**src/hdl/grad_pkg.sv**
```systemverilog
`default_nettype none

package grad_pkg;

    localparam int pix_w = 8;   // pixel width
    localparam int mag_f = 4;   // magnitude fraction bits
    localparam int tan_i = 4;   // tan integer bits, sign included
    localparam int tan_f = 16;  // tan fraction bits

    localparam int mag_w = pix_w + 1 + mag_f;  // 9 integer + 4 fraction
    localparam int tan_w = tan_i + tan_f;      // Q4.16

    typedef logic        [pix_w-1:0]   pix_t;
    typedef logic signed [pix_w:0]     diff_t;   // bot - top, right - left
    typedef logic        [2*pix_w:0]   sumsq_t;  // sum of two squares
    typedef logic        [mag_w-1:0]   mag_t;
    typedef logic signed [tan_w-1:0]   tan_t;

    typedef struct packed {
        pix_t top;
        pix_t bot;
        pix_t left;
        pix_t right;
    } cross_t;

    typedef struct packed {
        mag_t mag;
        tan_t tan;
    } grad_result_t;

    localparam int fifo_depth = 16;

    typedef logic [4:0]  level_t;  // 0..fifo_depth
    typedef logic [15:0] count_t;

    // wishbone word addresses
    localparam logic [1:0] reg_status = 2'd0;
    localparam logic [1:0] reg_mag    = 2'd1;
    localparam logic [1:0] reg_tan    = 2'd2;
    localparam logic [1:0] reg_counts = 2'd3;

    typedef enum logic {
        bus_idle,
        bus_ack
    } bus_state_t;

endpackage

`default_nettype wire

```
**src/hdl/sum_sq_diff.sv**
```systemverilog
`default_nettype none

module sum_sq_diff (
    input  wire                    clk,
    input  wire grad_pkg::cross_t  pix,
    output grad_pkg::diff_t        ver_diff,  // bot - top
    output grad_pkg::diff_t        hor_diff,  // right - left
    output grad_pkg::sumsq_t       result
);
    import grad_pkg::*;

    logic [2*pix_w-1:0] sq_ver;  // 255^2 still fits in 16 bits
    logic [2*pix_w-1:0] sq_hor;

    // stage 1, pixels are unsigned so extend with a zero
    always_ff @(posedge clk) begin
        ver_diff <= diff_t'({1'b0, pix.bot}) - diff_t'({1'b0, pix.top});
        hor_diff <= diff_t'({1'b0, pix.right}) - diff_t'({1'b0, pix.left});
    end

    // stage 2, signed square in 16-bit context
    always_ff @(posedge clk) begin
        sq_ver <= ver_diff * ver_diff;
        sq_hor <= hor_diff * hor_diff;
    end

    // stage 3
    always_ff @(posedge clk) begin
        result <= {1'b0, sq_ver} + {1'b0, sq_hor};
    end

endmodule

`default_nettype wire

```
**src/hdl/isqrt.sv**
```systemverilog
`default_nettype none

module isqrt (
    input  wire                    clk,
    input  wire grad_pkg::sumsq_t  radicand,
    output grad_pkg::mag_t         root
);
    import grad_pkg::*;

    // per-stage state, the last stage only keeps its root
    logic [2*mag_w-1:0] rad_q  [mag_w-1];  // bit pairs still to consume
    logic [mag_w+2:0]   rem_q  [mag_w-1];
    logic [mag_w-1:0]   root_q [mag_w];

    for (genvar i = 0; i < mag_w; i++) begin : g_stage
        logic [2*mag_w-1:0] rad_in;
        logic [mag_w+2:0]   rem_in;
        logic [mag_w-1:0]   root_in;
        logic [mag_w+2:0]   cand;
        logic [mag_w+1:0]   trial;

        if (i == 0) begin : g_first
            // fraction bits come from scaling the radicand by 4^mag_f
            assign rad_in  = (2*mag_w)'(radicand) << (2*mag_f);
            assign rem_in  = '0;
            assign root_in = '0;
        end else begin : g_next
            assign rad_in  = rad_q[i-1];
            assign rem_in  = rem_q[i-1];
            assign root_in = root_q[i-1];
        end

        // remainder stays below 2*root+1, so its low bits are enough
        assign cand  = {rem_in[mag_w:0], rad_in[2*mag_w-1 -: 2]};
        assign trial = {root_in, 2'b01};

        always_ff @(posedge clk) begin
            if (cand >= {1'b0, trial}) begin
                root_q[i] <= {root_in[mag_w-2:0], 1'b1};
            end else begin
                root_q[i] <= {root_in[mag_w-2:0], 1'b0};
            end
        end

        if (i < mag_w - 1) begin : g_carry
            always_ff @(posedge clk) begin
                rad_q[i] <= rad_in << 2;
                if (cand >= {1'b0, trial}) begin
                    rem_q[i] <= cand - {1'b0, trial};  // restore skipped
                end else begin
                    rem_q[i] <= cand;
                end
            end
        end
    end

    assign root = root_q[mag_w-1];

endmodule

`default_nettype wire

```
**src/hdl/tan_div.sv**
```systemverilog
`default_nettype none

module tan_div (
    input  wire                   clk,
    input  wire grad_pkg::diff_t  num,
    input  wire grad_pkg::diff_t  den,
    output grad_pkg::tan_t        quot
);
    import grad_pkg::*;

    logic [pix_w:0]       num_abs;
    logic [pix_w:0]       den_abs;
    logic                 neg_s1;
    logic [pix_w+tan_f:0] quo_abs;  // 25 bits, before saturation
    logic                 neg_s2;

    // stage 1 magnitudes and result sign
    always_ff @(posedge clk) begin
        num_abs <= num[pix_w] ? -num : num;
        den_abs <= den[pix_w] ? -den : den;
        neg_s1  <= num[pix_w] ^ den[pix_w];  // den of zero leaves sign of num
    end

    // stage 2 unsigned divide, truncates toward zero
    always_ff @(posedge clk) begin
        neg_s2 <= neg_s1;
        if (den_abs == '0) begin
            quo_abs <= (num_abs == '0) ? '0 : '1;  // forces saturation
        end else begin
            quo_abs <= {num_abs, {tan_f{1'b0}}} / den_abs;
        end
    end

    // stage 3 sign and clamp to Q4.16
    always_ff @(posedge clk) begin
        if (neg_s2) begin
            if (quo_abs >= (1 << (tan_w - 1))) begin
                quot <= {1'b1, {(tan_w-1){1'b0}}};
            end else begin
                quot <= -tan_t'(quo_abs);
            end
        end else begin
            if (quo_abs > {(tan_w-1){1'b1}}) begin
                quot <= {1'b0, {(tan_w-1){1'b1}}};
            end else begin
                quot <= tan_t'(quo_abs);
            end
        end
    end

endmodule

`default_nettype wire

```
**src/hdl/mag_cal.sv**
```systemverilog
`default_nettype none

module mag_cal (
    input  wire                    clk,
    input  wire                    rst,
    input  wire                    in_valid,
    input  wire grad_pkg::cross_t  pix,
    output logic                   res_valid,
    output grad_pkg::grad_result_t res
);
    import grad_pkg::*;

    diff_t  ver_diff;
    diff_t  hor_diff;
    sumsq_t sum_sq;
    mag_t   mag;
    tan_t   tan_raw;
    tan_t   tan_dly [12];  // divider is 1+3 deep, sqrt path 3+13
    logic [15:0] valid_sr;  // one bit per pipeline cycle

    // diffs after 1 cycle, sum after 3
    sum_sq_diff u_sum_sq_diff (
        .clk      (clk),
        .pix      (pix),
        .ver_diff (ver_diff),
        .hor_diff (hor_diff),
        .result   (sum_sq)
    );

    // 13 more cycles, 16 in total
    isqrt u_isqrt (
        .clk      (clk),
        .radicand (sum_sq),
        .root     (mag)
    );

    tan_div u_tan_div (
        .clk  (clk),
        .num  (ver_diff),
        .den  (hor_diff),
        .quot (tan_raw)
    );

    // line tan up with the magnitude
    always_ff @(posedge clk) begin
        tan_dly[0] <= tan_raw;
        for (int i = 1; i < 12; i++) begin
            tan_dly[i] <= tan_dly[i-1];
        end
    end

    always_ff @(posedge clk) begin
        if (!rst) begin
            valid_sr <= '0;
        end else begin
            valid_sr <= {valid_sr[14:0], in_valid};
        end
    end

    assign res_valid = valid_sr[15];
    assign res.mag   = mag;
    assign res.tan   = tan_dly[11];

endmodule

`default_nettype wire

```
**src/hdl/result_fifo.sv**
```systemverilog
`default_nettype none

module result_fifo (
    input  wire                          clk,
    input  wire                          rst,
    input  wire                          push,
    input  wire grad_pkg::grad_result_t  din,
    input  wire                          pop,
    input  wire                          clear_ovf,
    output grad_pkg::grad_result_t       head,
    output grad_pkg::level_t             level,
    output logic                         overflow,  // sticky
    output logic                         kept,
    output logic                         dropped
);
    import grad_pkg::*;

    grad_result_t mem [fifo_depth];
    logic [$clog2(fifo_depth)-1:0] wr_ptr;
    logic [$clog2(fifo_depth)-1:0] rd_ptr;
    logic full;
    logic do_push;
    logic do_pop;

    assign full    = (level == level_t'(fifo_depth));
    assign do_push = push && !full;     // a pop in the same cycle does not make room
    assign do_pop  = pop && (level != '0);
    assign head    = mem[rd_ptr];

    always_ff @(posedge clk) begin
        if (do_push) begin
            mem[wr_ptr] <= din;
        end
    end

    always_ff @(posedge clk) begin
        if (!rst) begin
            wr_ptr   <= '0;
            rd_ptr   <= '0;
            level    <= '0;
            overflow <= 1'b0;
            kept     <= 1'b0;
            dropped  <= 1'b0;
        end else begin
            if (do_push) wr_ptr <= wr_ptr + 1'b1;  // wraps at depth
            if (do_pop) rd_ptr <= rd_ptr + 1'b1;
            level   <= level + level_t'(do_push) - level_t'(do_pop);
            kept    <= do_push;
            dropped <= push && full;
            // a drop in the clearing cycle still sets the flag
            if (push && full) begin
                overflow <= 1'b1;
            end else if (clear_ovf) begin
                overflow <= 1'b0;
            end
        end
    end

endmodule

`default_nettype wire

```
**src/hdl/event_counter.sv**
```systemverilog
`default_nettype none

module event_counter (
    input  wire              clk,
    input  wire              rst,
    input  wire              kept,
    input  wire              dropped,
    input  wire              clear,
    output grad_pkg::count_t kept_cnt,
    output grad_pkg::count_t dropped_cnt
);

    always_ff @(posedge clk) begin
        if (!rst || clear) begin
            kept_cnt    <= '0;
            dropped_cnt <= '0;
        end else begin
            if (kept && kept_cnt != '1) kept_cnt <= kept_cnt + 1'b1;  // sticks at max
            if (dropped && dropped_cnt != '1) dropped_cnt <= dropped_cnt + 1'b1;
        end
    end

endmodule

`default_nettype wire

```
**src/hdl/wb_regs_ctrl.sv**
```systemverilog
`default_nettype none

module wb_regs_ctrl (
    input  wire                          clk,
    input  wire                          rst,
    input  wire                          cyc,
    input  wire                          stb,
    input  wire                          we,
    input  wire [1:0]                    adr,
    input  wire [31:0]                   dat_i,
    output logic [31:0]                  dat_o,
    output logic                         ack,
    input  wire grad_pkg::grad_result_t  head,
    input  wire grad_pkg::level_t        level,
    input  wire                          overflow,
    input  wire grad_pkg::count_t        kept_cnt,
    input  wire grad_pkg::count_t        dropped_cnt,
    output logic                         pop,
    output logic                         clear
);
    import grad_pkg::*;

    bus_state_t  state;
    logic        req;
    logic        empty;
    logic [31:0] rd_data;

    assign req   = (state == bus_idle) && cyc && stb;
    assign empty = (level == '0);
    assign ack   = (state == bus_ack);  // one cycle after the request

    // read mux, head fields read as zero on an empty queue
    always_comb begin
        case (adr)
            reg_status: rd_data = {23'd0, overflow, 3'd0, level};
            reg_mag:    rd_data = empty ? '0 : 32'(head.mag);
            reg_tan: begin
                rd_data = empty ? '0 : {{(32-tan_w){head.tan[tan_w-1]}}, head.tan};
            end
            default:    rd_data = {dropped_cnt, kept_cnt};
        endcase
    end

    always_ff @(posedge clk) begin
        if (!rst) begin
            state <= bus_idle;
            pop   <= 1'b0;
            clear <= 1'b0;
        end else begin
            pop   <= 1'b0;
            clear <= 1'b0;
            case (state)
                bus_idle: begin
                    if (cyc && stb) begin
                        state <= bus_ack;
                        if (we) begin
                            clear <= (adr == reg_status);  // other writes ignored
                        end else begin
                            pop <= (adr == reg_tan) && !empty;
                        end
                    end
                end
                bus_ack: state <= bus_idle;
                default: state <= bus_idle;
            endcase
        end
    end

    // data held until the next access
    always_ff @(posedge clk) begin
        if (req) begin
            dat_o <= we ? dat_i : rd_data;  // write data echoed back, master ignores it
        end
    end

endmodule

`default_nettype wire

```
**src/hdl/grad_top.sv**
```systemverilog
`default_nettype none

module grad_top (
    input  wire                    clk,
    input  wire                    rst,
    input  wire                    in_valid,
    input  wire grad_pkg::cross_t  in_pix,
    input  wire                    cyc,
    input  wire                    stb,
    input  wire                    we,
    input  wire [1:0]              adr,
    input  wire [31:0]             dat_i,
    output logic [31:0]            dat_o,
    output logic                   ack
);
    import grad_pkg::*;

    logic         res_valid;
    grad_result_t res;
    grad_result_t head;
    level_t       level;
    logic         overflow;
    logic         kept;
    logic         dropped;
    count_t       kept_cnt;
    count_t       dropped_cnt;
    logic         pop;
    logic         clear;

    mag_cal u_mag_cal (
        .clk       (clk),
        .rst       (rst),
        .in_valid  (in_valid),
        .pix       (in_pix),
        .res_valid (res_valid),
        .res       (res)
    );

    result_fifo u_result_fifo (
        .clk       (clk),
        .rst       (rst),
        .push      (res_valid),
        .din       (res),
        .pop       (pop),
        .clear_ovf (clear),
        .head      (head),
        .level     (level),
        .overflow  (overflow),
        .kept      (kept),
        .dropped   (dropped)
    );

    event_counter u_event_counter (
        .clk         (clk),
        .rst         (rst),
        .kept        (kept),
        .dropped     (dropped),
        .clear       (clear),
        .kept_cnt    (kept_cnt),
        .dropped_cnt (dropped_cnt)
    );

    wb_regs_ctrl u_wb_regs_ctrl (
        .clk         (clk),
        .rst         (rst),
        .cyc         (cyc),
        .stb         (stb),
        .we          (we),
        .adr         (adr),
        .dat_i       (dat_i),
        .dat_o       (dat_o),
        .ack         (ack),
        .head        (head),
        .level       (level),
        .overflow    (overflow),
        .kept_cnt    (kept_cnt),
        .dropped_cnt (dropped_cnt),
        .pop         (pop),
        .clear       (clear)
    );

endmodule

`default_nettype wire

```
**config.mk**
```make
export PLATFORM = sky130hd
export DESIGN_NAME = grad_top
export DESIGN_NICKNAME = d
export VERILOG_FILES = /design/src/hdl/grad_pkg.sv /design/src/hdl/sum_sq_diff.sv /design/src/hdl/isqrt.sv /design/src/hdl/tan_div.sv /design/src/hdl/mag_cal.sv /design/src/hdl/result_fifo.sv /design/src/hdl/event_counter.sv /design/src/hdl/wb_regs_ctrl.sv /design/src/hdl/grad_top.sv
export SDC_FILE = /design/constraint.sdc
export NUM_CORES = 2
export LEC_CHECK = 0
export ABC_AREA = 1
export BUFFER_PORTS_ARGS = -buffer_cell sky130_fd_sc_hd__buf_2
export CAP_MARGIN = 20
export CORE_MARGIN = 3
export CORE_UTILIZATION = 45
export CTS_CLUSTER_DIAMETER = 40
export CTS_CLUSTER_SIZE = 12
export DETAILED_ROUTE_END_ITERATION = 8
export SYNTH_ARGS = -nofsm -noshare
export SYNTH_HDL_FRONTEND = slang
export SYNTH_SLANG_ARGS = --single-unit
```
**constraint.sdc**
```tcl
create_clock -name clk -period 52.1 [get_ports clk]
set_clock_uncertainty 0.2 [all_clocks]
set_input_delay 0 -clock clk [delete_from_list [all_inputs] [get_ports clk]]
set_output_delay 0 -clock clk [all_outputs]
set_load 0.02 [all_outputs]
```
==> flow_metrics.env <==
export IMPL_tightest_slew_ns=1.04
export IMPL_yosysWarnings=0
export IMPL_synth_area_per_cell_sq_um=9.29
export IMPL_ant_nets=0
export IMPL_hold_class="in2reg"
export IMPL_timing_fmax_ghz=0.0215
export IMPL_start_util=0.455
export IMPL_drive_above_1_share=0.0962
export IMPL_critPathSlowestCell="ha_1"
export IMPL_ys_flop_type="dfxtp_1"
export IMPL_numCtsBuffers=165
export IMPL_crit_required_ns=52.54
export IMPL_reg2reg_to="u_mag_cal.u_tan_div.quo_abs[0]"
export IMPL_hold_viol_final=0
export IMPL_areaGrowthSynthToFinish_pct=15.9
export IMPL_whs_path_depth=4
export IMPL_holdPathEnd="u_wb_regs_ctrl.dat_o[24]"
export IMPL_clockBufferDepth=3
export IMPL_cpMostUsedCell="nand2_1"
export IMPL_vias=48200
export IMPL_path_max_fanout=28
export IMPL_fin_crit_ns=46.55
export IMPL_max_stage_delay_ns=0.40
export IMPL_core_area_sq_um=144000
export IMPL_final_net_count=7973
export IMPL_cts_root_buffer="clkbuf_16"
export IMPL_critPathArrivalTime_ns=47.00
export IMPL_insertion_delay_ns=0.77
export IMPL_synthArstFlopShare=0
export IMPL_die_h_microns=388
export IMPL_grt_pass1_wl_microns=251000
export IMPL_antenna_found_initial=5
export IMPL_cts_sinks=1310
export IMPL_first_iter_violations=2748
export IMPL_drt_wirelength_per_cell_microns=16.8
export IMPL_synthCells=7054
export IMPL_tritoncts="done"
export IMPL_reg2reg_depth=330
export IMPL_fin_crit_sh=0.894
export IMPL_dp_hpwl_microns=106000
export IMPL_hp_start="dat_i[24]"
export IMPL_synth_distinct_cells=78
export IMPL_drt_first_pass_iters=7
export IMPL_synthesis_nets=7631
export IMPL_die_w_microns=388
export IMPL_worst_path_buf_inv=44
export IMPL_cts_max_level=4
export IMPL_cap_violations=0
export IMPL_portBuffers=104
export IMPL_cp_top_family="simple AND/OR/NAND/NOR gates"
export IMPL_final_max_slew_viol_count=0
export IMPL_grt_pass1_vias=47200
export IMPL_r2r_start="u_mag_cal.u_tan_div.den_abs[8]"
export IMPL_gp_congestion=0.883
export IMPL_critPathKind="reg2reg"
export IMPL_end_kind="flip-flop"
export IMPL_r2r_setup_slack_ns=5.55
export IMPL_dieArea_sq_um=150000
export IMPL_crit_path_start_kind="flip-flop"
export IMPL_status="completed"
export IMPL_grt_max_degree=198
export IMPL_layout_commonest_cell="nand2_1"
export IMPL_path_clk_slew_ns=0.06
export IMPL_ys_ff_latch=1310
export IMPL_vias_per_cell=5.11
export IMPL_io_pins=105
export IMPL_syn_area_sq_um=65500
export IMPL_drc=0
export IMPL_antenna_cells=0
export IMPL_slew_headroom=0.305
export IMPL_grtUsageTotal=0.208
export IMPL_synth_edff_count=560
export IMPL_seq_area_frac_synth=0.486
export IMPL_finalSetupViolations=0
export IMPL_routed_wirelength_microns=159000
export IMPL_final_cell_mix="nand2_1, inv_1, dfxtp_1, edfxtp_1, o21ai_0"
export IMPL_rows=139
export IMPL_gr_total_overflow=0
export IMPL_fin_setup_tns_ns=0
## per-layer routing
metal  global-route usage  share of wire
met1                0.267           0.44
met2                0.357           0.48
met3               0.0305          0.046
met4               0.0709          0.030
met5                    0              0
## cells in the mapped netlist (all sizes together) (34+ instances only)
cell type,number,area [sq um]
a21oi,440,2240
a31oi,34,213
buf,47,317
clkbuf,150,563
dfxtp,750,15000
edfxtp,560,16800
fa,114,2280
ha,391,4890
inv,1032,3880
mux2i,133,1330
nand2,1153,4590
nand3,326,1800
nand4,81,556
nor2,462,1940
nor3,70,383
o211ai,127,958
o21ai,593,3000
o21bai,34,263
xnor2,116,1020
xor2,234,2050
## cells by family (layout without fill, tap and decap cells)
logic type | count (synthesis) | after routing | share of synthesized area
AND/OR/NAND/NOR | 2192 | 2195 | 0.152
AO/OA/AOI/OAI | 1320 | 1320 | 0.113
flip-flops | 1310 | 1310 | 0.486
buffers and inverters | 1243 | 1712 | 0.0734
adder cells (fa/ha/maj) | 505 | 505 | 0.109
XOR/XNOR | 350 | 350 | 0.0468
multiplexers | 133 | 133 | 0.0203
other | 1 | 1 | 0.0000572
## sequential cells by signal, summed over array words and instances (netlist names), 17 cells and up, named ones only
signal / cells
u_mag_cal.u_isqrt.root_q: 91
u_mag_cal.tan_dly: 240
u_mag_cal.u_tan_div.quo_abs: 25
u_mag_cal.u_sum_sq_diff.result: 17
u_mag_cal.u_isqrt.rad_q: 72
u_wb_regs_ctrl.dat_o: 32
u_result_fifo.mem: 528
u_mag_cal.u_isqrt.rem_q: 148
u_mag_cal.u_tan_div.quot: 20
## worst max path at each step
stage                                      start                             end  slack [ns]  cells after the start
2_1_floorplan  u_mag_cal.u_sum_sq_diff.sq_hor[0]  u_mag_cal.u_tan_div.quo_abs[0]        6.27                    346
3_3_place_gp   u_mag_cal.u_sum_sq_diff.sq_hor[0]  u_mag_cal.u_tan_div.quo_abs[0]        4.28                    322
3_5_place_dp   u_mag_cal.u_sum_sq_diff.sq_hor[0]  u_mag_cal.u_tan_div.quo_abs[0]        2.60                    320
4_1_cts        u_mag_cal.u_sum_sq_diff.sq_hor[0]  u_mag_cal.u_tan_div.quo_abs[0]        2.51                    320
5_1_grt        u_mag_cal.u_sum_sq_diff.sq_hor[0]  u_mag_cal.u_tan_div.quo_abs[0]       -0.16                    331
6_report          u_mag_cal.u_tan_div.den_abs[8]  u_mag_cal.u_tan_div.quo_abs[0]        5.55                    330
## what timing repair did
item                                    CTS  global route
setup buffers                             0            32
endpoints found under the setup margin    0             3
hold endpoints to repair                121             0
resized for setup                         0            43
hold buffers                            180             0
## worst reg2reg max path: cells and delay by family, from the launching register on
| kind | cells | cell delay [ns] |
|---|---|---|
| AO/OA/AOI/OAI | 90 | 13.90 |
| adder cells (fa/ha/maj) | 24 | 7.54 |
| buffers and inverters | 44 | 4.73 |
| flip-flops | 1 | 0.39 |
| AND/OR/NAND/NOR | 172 | 19.69 |
## per-stage QoR
step,setup slack [ns],cell area [sq um],utilization,cells,hold WS [ns]
final,5.55,75900,0.527,9429,0.0434
after global routing,-0.157,75900,0.527,9429,0.0160
after CTS,2.51,75500,0.524,9391,0.00498
after detailed placement,2.60,68100,0.472,8914,0.0442
after global placement,4.28,68100,0.472,8914,0.0328
after floorplan,6.27,65500,-,7054,-0.102
## layout make-up
class,count,area [sq um]
Fill cell,12900,68200
Sequential cell,1310,31800
Timing Repair inverter,2,10.0
Multi-Input combinational cell,4504,29200
Clock buffer,210,4610
Tap cell,1903,2380
Inverter,1046,3960
Timing Repair Buffer,367,2980
Clock inverter,87,978
Power is left out: the tool's default activity adds up to more than one toggle a clock period on the data nets, which glitch-free logic cannot reach.
